**config.mk**
```make
export PLATFORM = sky130hd
export DESIGN_NAME = ein_int
export DESIGN_NICKNAME = d
export VERILOG_FILES = /design/src/ein_pkg.sv /design/src/ein_int.sv /design/src/ack_generator.sv /design/src/ein_mod.sv /design/src/header_decoder.sv
export SDC_FILE = /design/constraint.sdc
export NUM_CORES = 1
export LEC_CHECK = 0
export BUFFER_PORTS_ARGS = -buffer_cell sky130_fd_sc_hd__clkbuf_2
export CORE_MARGIN = 10
export CORE_UTILIZATION = 40
export DETAILED_ROUTE_END_ITERATION = 8
export SLEW_MARGIN = 20
export SYNTH_ARGS = -nofsm -noshare
export SYNTH_HDL_FRONTEND = slang
export SYNTH_HIERARCHICAL = 1
export SYNTH_SLANG_ARGS = --single-unit
export TNS_END_PERCENT = 100
```
**constraint.sdc**
```tcl
create_clock -name reset -period 5.5 [get_ports reset]
set_input_delay 0.55 -clock reset [delete_from_list [all_inputs] [get_ports reset]]
set_output_delay 0.55 -clock reset [all_outputs]
set_load 0.01 [all_outputs]
```
**src/ein_pkg.sv**
```systemverilog
`default_nettype none

package ein_pkg;

	typedef logic [7:0] byte_t;         // one byte on the master or ack bus
	typedef logic [7:0] eid_t;          // event id carried in the first frame byte
	typedef logic [23:0] div_t;         // symbol period minus one, in clock cycles

	localparam int fifo_depth = 16;     // payload bytes kept per frame
	localparam int fifo_aw = $clog2(fifo_depth);

	typedef logic [fifo_aw:0] ptr_t;    // one extra bit so a full fifo differs from empty

	localparam byte_t ack_code = 8'h06; // first byte of every acknowledge

	typedef enum logic [2:0] {
		hd_idle,
		hd_get_eid,
		hd_get_flags,
		hd_payload,
		hd_hold,                        // frame stored, waiting for the modulator
		hd_drop                         // frame arrived during hold and is discarded
	} hd_state_t;

	typedef enum logic [1:0] {
		mod_idle,
		mod_load,
		mod_symbol,
		mod_end_mark
	} mod_state_t;

	typedef enum logic [1:0] {
		ctl_idle,
		ctl_transmitting,
		ctl_acknowledge
	} ctl_state_t;

endpackage

`default_nettype wire
```
**src/ein_int.sv**
```systemverilog
`timescale 1ns/1ps
`default_nettype none

module ein_int (
	input wire reset,
	input wire clk,
	input wire goc_mode,
	input wire ein_pkg::div_t clk_div,
	input wire ein_pkg::byte_t ma_data,
	input wire ma_data_valid,
	input wire ma_frame_valid,
	output logic overflow,
	output logic emo_pad,
	output logic edi_pad,
	output logic eci_pad,
	output ein_pkg::byte_t ack_data,
	output logic ack_data_valid,
	output logic ack_frame_valid
);
	import ein_pkg::*;

	byte_t fifo_dout;
	eid_t header_eid;
	logic fifo_empty;
	logic fifo_re;
	logic is_fragment;
	logic header_done;
	logic tx_done;
	logic generate_ack;
	ctl_state_t state;
	ctl_state_t next_state;

	header_decoder hd0 (
		.reset(reset),
		.clk(clk),
		.ma_data(ma_data),
		.ma_data_valid(ma_data_valid),
		.ma_frame_valid(ma_frame_valid),
		.fifo_re(fifo_re),
		.tx_done(tx_done),
		.fifo_dout(fifo_dout),
		.fifo_empty(fifo_empty),
		.header_eid(header_eid),
		.is_fragment(is_fragment),
		.header_done(header_done),
		.overflow(overflow)
	);

	ein_mod pm0 (
		.reset(reset),
		.clk(clk),
		.clk_div(clk_div),
		.goc_mode(goc_mode),
		.fifo_dout(fifo_dout),
		.fifo_empty(fifo_empty),
		.is_fragment(is_fragment),
		.header_done(header_done),
		.fifo_re(fifo_re),
		.tx_done(tx_done),
		.emo_pad(emo_pad),
		.edi_pad(edi_pad),
		.eci_pad(eci_pad)
	);

	ack_generator ag0 (
		.reset(reset),
		.clk(clk),
		.generate_ack(generate_ack),
		.eid_in(header_eid),
		.ack_data(ack_data),
		.ack_data_valid(ack_data_valid),
		.ack_frame_valid(ack_frame_valid)
	);

	// the modulator does the real work, this only notices when header_done drops
	always_comb begin
		next_state = state;
		generate_ack = 1'b0;
		case (state)
		ctl_idle: begin
			if (header_done) begin
				next_state = ctl_transmitting;
			end
		end
		ctl_transmitting: begin
			if (!header_done) begin
				next_state = ctl_acknowledge;
			end
		end
		ctl_acknowledge: begin
			generate_ack = 1'b1;   // one cycle only, state leaves right away
			next_state = ctl_idle;
		end
		default: next_state = ctl_idle;
		endcase
	end

	always_ff @(posedge reset or posedge clk) begin
		if (clk) begin
			state <= ctl_idle;
		end else begin
			state <= next_state;
		end
	end

endmodule

`default_nettype wire

```
**src/ack_generator.sv**
```systemverilog
`timescale 1ns/1ps
`default_nettype none

module ack_generator (
	input wire reset,
	input wire clk,
	input wire generate_ack,
	input wire ein_pkg::eid_t eid_in,
	output ein_pkg::byte_t ack_data,
	output logic ack_data_valid,
	output logic ack_frame_valid
);
	import ein_pkg::*;

	logic [1:0] phase;   // 0 quiet, 1 sending ack_code, 2 sending the eid
	eid_t eid_r;
	logic sending;

	always_ff @(posedge reset) begin
		if (generate_ack) begin
			eid_r <= eid_in;
		end
	end

	always_ff @(posedge reset or posedge clk) begin
		if (clk) begin
			phase <= 2'd0;
		end else begin
			if (generate_ack) begin
				phase <= 2'd1;
			end else if (phase == 2'd1) begin
				phase <= 2'd2;
			end else begin
				phase <= 2'd0;   // message is over after the eid byte
			end
		end
	end

	assign sending = (phase != 2'd0);
	assign ack_frame_valid = sending;
	assign ack_data_valid = sending;   // every cycle of the message carries a byte

	always_comb begin
		case (phase)
		2'd1: ack_data = ack_code;
		2'd2: ack_data = eid_r;
		default: ack_data = '0;
		endcase
	end

endmodule

`default_nettype wire

```
**src/ein_mod.sv**
```systemverilog
`timescale 1ns/1ps
`default_nettype none

module ein_mod (
	input wire reset,
	input wire clk,
	input wire ein_pkg::div_t clk_div,
	input wire goc_mode,
	input wire ein_pkg::byte_t fifo_dout,
	input wire fifo_empty,
	input wire is_fragment,
	input wire header_done,
	output logic fifo_re,
	output logic tx_done,
	output logic emo_pad,
	output logic edi_pad,
	output logic eci_pad
);
	import ein_pkg::*;

	mod_state_t state;
	div_t period_cnt;
	byte_t shreg;
	byte_t next_shreg;
	logic [2:0] bit_cnt;
	logic last_cycle;
	logic byte_end;
	logic bit_step;
	logic need_byte;
	logic start_data;
	logic start_mark;
	logic data_bit;

	function automatic logic head_bit(byte_t b, logic lsb_first);
		return lsb_first ? b[0] : b[7];
	endfunction

	assign last_cycle = (period_cnt == clk_div);
	assign byte_end = (state == mod_symbol) && last_cycle && (bit_cnt == 3'd7);
	assign bit_step = (state == mod_symbol) && last_cycle && (bit_cnt != 3'd7);
	assign need_byte = (state == mod_load) || byte_end;  // a new byte is due this cycle
	assign next_shreg = goc_mode ? {1'b0, shreg[7:1]} : {shreg[6:0], 1'b0};

	assign fifo_re = need_byte && !fifo_empty;
	assign start_data = fifo_re || bit_step;
	assign start_mark = need_byte && fifo_empty && !is_fragment;
	assign data_bit = fifo_re ? head_bit(fifo_dout, goc_mode) : head_bit(next_shreg, goc_mode);
	assign tx_done = ((state == mod_end_mark) && last_cycle) ||
		(need_byte && fifo_empty && is_fragment);     // a fragment ends without a mark

	always_ff @(posedge reset) begin
		if (fifo_re) begin
			shreg <= fifo_dout;
		end else if (bit_step) begin
			shreg <= next_shreg;
		end
	end

	// pads flip on the edge that opens a symbol, so the change shows in its first cycle
	always_ff @(posedge reset or posedge clk) begin
		if (clk) begin
			emo_pad <= 1'b0;
			edi_pad <= 1'b0;
			eci_pad <= 1'b0;
		end else begin
			if (start_data) begin
				if (data_bit) begin
					edi_pad <= ~edi_pad;
				end else begin
					emo_pad <= ~emo_pad;
				end
			end
			if (start_mark) begin
				eci_pad <= ~eci_pad;
			end
		end
	end

	always_ff @(posedge reset or posedge clk) begin
		if (clk) begin
			state <= mod_idle;
			period_cnt <= '0;
			bit_cnt <= '0;
		end else begin
			case (state)
			mod_idle: begin
				if (header_done) begin
					state <= mod_load;
				end
			end
			mod_load, mod_symbol: begin
				if (state == mod_symbol && !last_cycle) begin
					period_cnt <= period_cnt + 1'b1;
				end else begin
					period_cnt <= '0;
					if (bit_step) begin
						bit_cnt <= bit_cnt + 1'b1;
					end else if (fifo_re) begin
						bit_cnt <= '0;
						state <= mod_symbol;   // next byte follows with no gap
					end else if (is_fragment) begin
						state <= mod_idle;
					end else begin
						state <= mod_end_mark;
					end
				end
			end
			mod_end_mark: begin
				if (last_cycle) begin
					state <= mod_idle;
				end else begin
					period_cnt <= period_cnt + 1'b1;
				end
			end
			default: state <= mod_idle;
			endcase
		end
	end

endmodule

`default_nettype wire

```
**src/header_decoder.sv**
```systemverilog
`timescale 1ns/1ps
`default_nettype none

module header_decoder (
	input wire reset,
	input wire clk,
	input wire ein_pkg::byte_t ma_data,
	input wire ma_data_valid,
	input wire ma_frame_valid,
	input wire fifo_re,
	input wire tx_done,
	output ein_pkg::byte_t fifo_dout,
	output logic fifo_empty,
	output ein_pkg::eid_t header_eid,
	output logic is_fragment,
	output logic header_done,
	output logic overflow
);
	import ein_pkg::*;

	hd_state_t state;
	ptr_t wr_ptr;
	ptr_t rd_ptr;
	byte_t mem [fifo_depth];
	logic wr_en;
	logic rd_en;

	assign fifo_empty = (wr_ptr == rd_ptr);
	assign fifo_dout = mem[rd_ptr[fifo_aw-1:0]];
	assign rd_en = fifo_re && !fifo_empty;
	assign wr_en = (state == hd_payload) && ma_frame_valid && ma_data_valid &&
		(wr_ptr != ptr_t'(fifo_depth));            // bytes past the sixteenth are lost

	always_ff @(posedge reset) begin
		if (wr_en) begin
			mem[wr_ptr[fifo_aw-1:0]] <= ma_data;
		end
	end

	always_ff @(posedge reset or posedge clk) begin
		if (clk) begin
			state <= hd_idle;
			wr_ptr <= '0;
			rd_ptr <= '0;
			header_eid <= '0;
			is_fragment <= 1'b0;
			header_done <= 1'b0;
			overflow <= 1'b0;
		end else begin
			overflow <= 1'b0;
			if (wr_en) begin
				wr_ptr <= wr_ptr + 1'b1;
			end
			if (rd_en) begin
				rd_ptr <= rd_ptr + 1'b1;
			end
			case (state)
			hd_idle: begin
				if (ma_frame_valid) begin
					wr_ptr <= '0;                  // fresh fifo for each accepted frame
					rd_ptr <= '0;
					if (ma_data_valid) begin
						header_eid <= ma_data;     // eid may come with the first cycle
						state <= hd_get_flags;
					end else begin
						state <= hd_get_eid;
					end
				end
			end
			hd_get_eid: begin
				if (!ma_frame_valid) begin
					state <= hd_idle;              // empty frame, nothing to send
				end else if (ma_data_valid) begin
					header_eid <= ma_data;
					state <= hd_get_flags;
				end
			end
			hd_get_flags: begin
				if (!ma_frame_valid) begin
					state <= hd_idle;              // a lone eid byte is ignored
				end else if (ma_data_valid) begin
					is_fragment <= ma_data[0];
					state <= hd_payload;
				end
			end
			hd_payload: begin
				if (!ma_frame_valid) begin
					header_done <= 1'b1;
					state <= hd_hold;
				end
			end
			hd_hold: begin
				if (tx_done) begin
					header_done <= 1'b0;
					state <= ma_frame_valid ? hd_drop : hd_idle;
				end else if (ma_frame_valid) begin
					state <= hd_drop;              // link still busy with the last frame
				end
			end
			hd_drop: begin
				if (tx_done) begin
					header_done <= 1'b0;
				end
				if (!ma_frame_valid) begin
					overflow <= 1'b1;
					state <= (header_done && !tx_done) ? hd_hold : hd_idle;
				end
			end
			default: state <= hd_idle;
			endcase
		end
	end

endmodule

`default_nettype wire

```
==> results.sh, run 1 <==
export IMPL_status="complete, no violations"
export IMPL_cp_top_family="compound AO/OA/AOI/OAI gates"
export IMPL_maxSlewHeadroom_pct=32.91
export IMPL_grt_pass1_wl_mm=29.28
export IMPL_ios=51
export IMPL_fin_skew_ns=0.01123
export IMPL_cts_root_buf="clkbuf_16"
export IMPL_rows=55
export IMPL_synth_edf_count=144
export IMPL_cp_required_ns=5.89
export IMPL_worst_setup_path_type="flip-flop to flip-flop"
export IMPL_async_reset_ff_share_pct=29.41
export IMPL_wl_mm=18.23
export IMPL_cts_sinks=204
export IMPL_worstPathMaxFanout=24
export IMPL_grt_pass1_vias=5414
export IMPL_powerDensity_mw_per_mm2=330.1
export IMPL_firstDrtPassIters=5
export IMPL_yosys_top_cells_area="edfxtp_1 (47%), dfrtp_1 (16%), mux4_1 (6.0%)"
export IMPL_drive_above_1_share_pct=21.80
export IMPL_drv_cap=0
export IMPL_fmax_mhz=306.6
export IMPL_h_tree_depth=1
export IMPL_dr_total_vias=5050
export IMPL_crit_path_start="hd0/rd_ptr[0]"
export IMPL_grt_antenna_before_repair=0
export IMPL_finalCritPeriodShare_pct=59.30
export IMPL_critPathLaunchType="flip-flop"
export IMPL_core_area_sq_mm=0.02271
export IMPL_clk_latency_ns=0.51
export IMPL_mostFrequentLayoutCells="edfxtp_1 (144), dfrtp_1 (59), clkbuf_2 (50), nor2_1 (46), nand2_1 (40)"
export IMPL_tns_ns=0
export IMPL_netlist_area_leader_share_pct=46.76
export IMPL_ys_flop_type="edfxtp_1"
export IMPL_post_cts_setup_buffers=0
export IMPL_yosys_area_top_type="edfxtp_1"
export IMPL_die_w_um=172.1
export IMPL_leakagePower_uw=0.003873
export IMPL_synth_seq_cells=204
export IMPL_portBuffers=50
export IMPL_syn_to_final_growth_pct=13.57
export IMPL_drv_slew=0
export IMPL_slowest_delay_ns=0.82
export IMPL_clk_pin_slew_worst_paths_ns=0.06
export IMPL_syn_nets=655
export IMPL_initial_core_util_pct=40.72
export IMPL_slowest_stage="dfrtp_2"
export IMPL_worstPathCellList="xor2_1 > nor4_4 > and2_1 > inv_1 > o31ai_1 > a211oi_1 > a311o_1 > nand2_1 > mux2_2"
export IMPL_hold_path_class="primary input to flip-flop"
export IMPL_ir_drop_mv=0.2323
export IMPL_drt_initial_drc_count=374
export IMPL_avgSynthCellArea_sq_um=15.34
export IMPL_dieHeight_um=172.1
export IMPL_yosysUniqueCellTypes=61
export IMPL_grt_usage_pct=12.55
export IMPL_utilization_pct=46.25
export IMPL_drcViolationCount=0
export IMPL_hpwl_mm=12.61
export IMPL_r2r_start="hd0/rd_ptr[0]"
export IMPL_period_minus_slack_ns=3.261
export IMPL_dieArea_sq_mm=0.02960
export IMPL_routabilityCongestion=0.8081
export IMPL_min_from="ma_frame_valid"
export IMPL_cts_buffer_depth=3
export IMPL_critPathArrivalTime_ns=3.65
export IMPL_ys_seq_area_share_pct=63.00
export IMPL_grt_overflow_total=0
export IMPL_setup_viol=0
export IMPL_cts_tree="done"
export IMPL_nNetsFinal=714
export IMPL_power_uw=3467
export IMPL_grt_max_degree=33
export IMPL_wire_per_inst_um=18.91
export IMPL_crit_path_end_kind="flip-flop"
export IMPL_worstMarginPinSlew_ns=1.005
export IMPL_diodes=0
export IMPL_cts_buffers=23
export IMPL_yosysWarnings=6
export IMPL_cts_resized=0
export IMPL_final_common_cell="edfxtp_1"
export IMPL_syn_cell_area_sq_mm=0.009248
export IMPL_synth_cells=603
export IMPL_avgViaCountPerCell=5.239
export IMPL_cp_num_buf_inv=1
export IMPL_hold_viol_final=0
export IMPL_ant_nets=0
export IMPL_grt_setup_unrepaired="false"
==> state kept, by name, summed over array words and instances (netlist names) <==
| register | count |
|---|---|
| pm0/state | 2 |
| pm0/shreg | 8 |
| hd0/is_fragment | 1 |
| pm0/period_cnt | 24 |
| hd0/wr_ptr | 5 |
| ag0/eid_r | 8 |
| hd0/header_eid | 8 |
| hd0/overflow | 1 |
| ag0/phase | 2 |
| hd0/header_done | 1 |
| state | 2 |
| hd0/state | 3 |
| hd0/mem | 128 |
| pm0/bit_cnt | 3 |
| pm0/eci_pad | 1 |
| pm0/edi_pad | 1 |
| hd0/rd_ptr | 5 |
| pm0/emo_pad | 1 |
==> repair_timing <==
item / CTS / global route
endpoints found under the setup margin: 0 / 0
hold endpoints to repair: 4 / 0
hold buffers: 1 / 0
==> Yosys cell counts, drive strengths merged (3+ instances only) <==
master / n
xor2: 21
and3: 5
mux2: 12
or3: 3
mux4: 41
buf: 15
clkbuf: 9
dfrtp: 60
nor4: 3
inv: 22
a21oi: 11
nand3: 12
nor2b: 9
nor2: 46
o21ai: 17
edfxtp: 144
and2: 9
mux2i: 11
o21bai: 3
nand2b: 5
a22o: 3
nor3: 10
ha: 15
xnor2: 34
nand4: 15
nand2: 40
==> power breakdown <==
part	internal [uW]	switching, uW	leakage (uW)
sequential	1710	47.0	0.00208
combinational	95.5	110	0.00143
clock	921	579	0.000369
total	2730	736	0.00387
==> metrics by stage <==
step           hold slack (ns)  std cells  area, sq um  worst slack (ns)
3_3_place_gp            0.4324        921         9734             2.267
4_1_cts                 0.3487        964        10500             2.219
3_5_place_dp            0.4364        921         9734             2.214
6_report                0.3717        964        10500             2.239
2_1_floorplan           0.2912        603         9248             2.658
5_1_grt                 0.3743        964        10500             1.927
==> final cells by class <==
type,count,area [sq um]
fill,1965,12210
clock inverter,8,96.34
sequential,204,5827
inverter,22,82.58
timing repair buffer,58,312.8
multi-input combinational,353,3171
tap,285,356.6
clock buffer,34,656.9
==> cell families (layout without fill, tap and decap cells) <==
| kind of cell | after synthesis | after routing | synth area share, % |
|---|---|---|---|
| xor+xnor | 55 | 55 | 5.209 |
| simple gates | 168 | 168 | 9.647 |
| mux | 64 | 64 | 13.49 |
| fa+ha+maj | 15 | 15 | 2.029 |
| flops | 204 | 204 | 63.00 |
| compound gates | 51 | 51 | 3.856 |
| buf+inv | 46 | 122 | 2.774 |
==> worst paths after layout <==
| check | end | slack, ns | cells after the start |
|---|---|---|---|
| max in group asynchronous | hd0/rd_ptr[0] | 3.93 | 3 |
| worst min-delay path | hd0/state[0] | 0.37 | 2 |
| min in group asynchronous | state[0] | 0.51 | 3 |
| worst min register to register | ag0/eid_r[7] | 0.45 | 0 |
| worst max register to register | hd0/state[2] | 2.24 | 9 |
| worst max-delay path | hd0/state[2] | 2.24 | 9 |
==> per-layer routing <==
metal / routed length [um] / track usage, %
met1: 8130 / 16.21
met2: 8777 / 20.98
met3: 964 / 2.554
met4: 361 / 3.486
met5: 0 / 0
Power figures use the tool's default switching activity.
==> run 2: changes to the inputs <==
- clock period: 5.5 -> 2.7 ns (I/O delays scaled with it)
==> run 2 against run 1 <==
Register-to-register slack worse by 2.1 ns. Critical path type unchanged. Fmax up 25%. Global-route usage up 0.49 points. Design area up 3.5%.
==> results.sh, run 2 (synthesis results as in run 1) <==
export IMPL_worstPathMaxFanout=2
export IMPL_slowest_delay_ns=0.41
export IMPL_largest_reg_flops=128
export IMPL_hold_path_class="primary input to flip-flop"
export IMPL_nNetsFinal=759
export IMPL_dp_slack_ns=0.06615
export IMPL_fin_area_sq_mm=0.01087
export IMPL_cts_tree="done"
export IMPL_worstPathCellList="xnor2_1 > nand4_1 > nor4_4 > and2_4 > a31oi_2 > o31ai_2 > a211oi_1 > a311o_1 > nand2_1 > mux2_2"
export IMPL_cp_top_family="compound AO/OA/AOI/OAI gates"
export IMPL_critPathArrivalTime_ns=3.01
export IMPL_switchingPower_uw=1576
export IMPL_hpwl_mm=13.33
export IMPL_utilization_pct=47.88
export IMPL_leakagePower_uw=0.004118
export IMPL_ant_nets=0
export IMPL_fin_skew_ns=0.02492
export IMPL_initial_core_util_pct=40.72
export IMPL_maxSlewHeadroom_pct=66.28
export IMPL_grt_antenna_before_repair=0
export IMPL_worst_slack_ns=0.1005
export IMPL_period_minus_slack_ns=2.600
export IMPL_fmax_mhz=384.7
export IMPL_firstDrtPassIters=5
export IMPL_grt_max_degree=33
export IMPL_hold_viol_final=0
export IMPL_syn_to_final_growth_pct=17.58
export IMPL_powerDensity_mw_per_mm2=639.6
export IMPL_dieHeight_um=172.1
export IMPL_clkPwrFrac_pct=42.2
export IMPL_cts_sinks=204
export IMPL_worst_setup_path_type="flip-flop to flip-flop"
export IMPL_diodes=0
export IMPL_worstMarginPinSlew_ns=0.5058
export IMPL_drt_initial_drc_count=325
export IMPL_die_w_um=172.1
export IMPL_routabilityCongestion=0.7934
export IMPL_cp_required_ns=3.11
export IMPL_ir_drop_mv=0.5931
export IMPL_final_common_cell="edfxtp_1"
export IMPL_grt_pass1_wl_mm=30.55
export IMPL_wire_per_inst_um=19.11
export IMPL_drcViolationCount=0
export IMPL_drv_slew=0
export IMPL_grt_overflow_total=0
export IMPL_setup_viol=0
export IMPL_clk_latency_ns=0.53
export IMPL_avgViaCountPerCell=5.289
export IMPL_drv_cap=0
export IMPL_intPower_uw=5378
export IMPL_dieArea_sq_mm=0.02960
export IMPL_portBuffers=50
export IMPL_rows=55
export IMPL_cp_num_buf_inv=0
export IMPL_grt_setup_unrepaired="true"
export IMPL_status="complete, no violations"
export IMPL_dr_total_vias=5337
export IMPL_cts_buffer_depth=3
export IMPL_r2r_slack_ns=0.10
export IMPL_combPwrFrac_pct=6.3
export IMPL_crit_path_end_kind="flip-flop"
export IMPL_place_area_sq_mm=0.01009
export IMPL_wl_mm=19.28
export IMPL_h_tree_depth=1
export IMPL_grt_pass1_vias=5554
export IMPL_finalCritPeriodShare_pct=96.28
export IMPL_clk_pin_slew_worst_paths_ns=0.06
export IMPL_drive_above_1_share_pct=27.76
export IMPL_ios=51
export IMPL_power_switching_share_pct=22.67
export IMPL_cts_buffers=23
export IMPL_core_area_sq_mm=0.02271
export IMPL_critPathLaunchType="flip-flop"
export IMPL_grt_usage_pct=13.04
export IMPL_cts_root_buf="clkbuf_16"
export IMPL_mostFrequentLayoutCells="edfxtp_1 (144), dfrtp_1 (58), clkbuf_2 (50), buf_4 (49), nor2_1 (46)"
export IMPL_pwr_share_seq_pct=51.6
export IMPL_slowest_stage="dfrtp_1"
[run 2: changes by cell type in the layout (fill, tap and decap cells not counted), sizes merged]
| cell | change |
|---|---|
| clkbuf | -5 |
| clkinv | +7 |
| bufinv | -2 |
| buf | +45 |
[run 2: area by class of cell]
cell class | count | area (sq um)
fill | 1947 | 11840
sequential | 204 | 5828
multi-input combinational | 353 | 3197
timing repair buffer | 103 | 688.2
clock buffer | 29 | 638.1
tap | 285 | 356.6
clock inverter | 13 | 82.58
inverter | 22 | 82.58
[run 2: what timing repair did]
item | CTS | global route
hold buffers | 1 | 0
setup buffers | 0 | 3
endpoints found under the hold margin | 44 | 0
setup endpoints to repair | 0 | 3
resized for setup | 0 | 6
[run 2: per-stage QoR]
stage | instances | hold slack, ns | TNS (ns) | power [uW]
after global routing | 1009 | 0.09702 | -0.03559 | 7219
final | 1009 | 0.08781 | 0 | 6954
after CTS | 1006 | 0.04953 | 0 | 7034
after detailed placement | 963 | 0.1926 | 0 | 4087
after floorplan | 603 | 0.01118 | 0 | 3910
after global placement | 963 | 0.1810 | 0 | 4062
[run 2: power by group through the flow]
stage	clock network [uW]	logic (uW)	registers, uW
2_1_floorplan	0	313	3600
5_1_grt	3130	486	3600
4_1_cts	3010	443	3590
3_5_place_dp	0	438	3650
6_report	2930	435	3590
3_3_place_gp	0	425	3640
[run 2: per-layer routing]
| layer | vias up | routed length, um | track usage, % |
|---|---|---|---|
| li1 | 2476 | - | - |
| met1 | 2702 | 8628 | 17.13 |
| met2 | 134 | 9260 | 21.78 |
| met3 | 25 | 1046 | 2.645 |
| met4 | 0 | 342 | 2.924 |
| met5 | - | 0 | 0 |
[run 2: worst paths after layout]
| kind | startpoint | to | depth (start not counted) |
|---|---|---|---|
| max | pm0/period_cnt[12] | hd0/state[2] | 10 |
| min | ma_frame_valid | hd0/state[0] | 2 |
| max reg2reg | pm0/period_cnt[12] | hd0/state[2] | 10 |
| min reg2reg | hd0/header_eid[0] | ag0/eid_r[0] | 0 |
| max in group asynchronous | clk | hd0/rd_ptr[3] | 4 |
| min in group asynchronous | clk | state[0] | 3 |
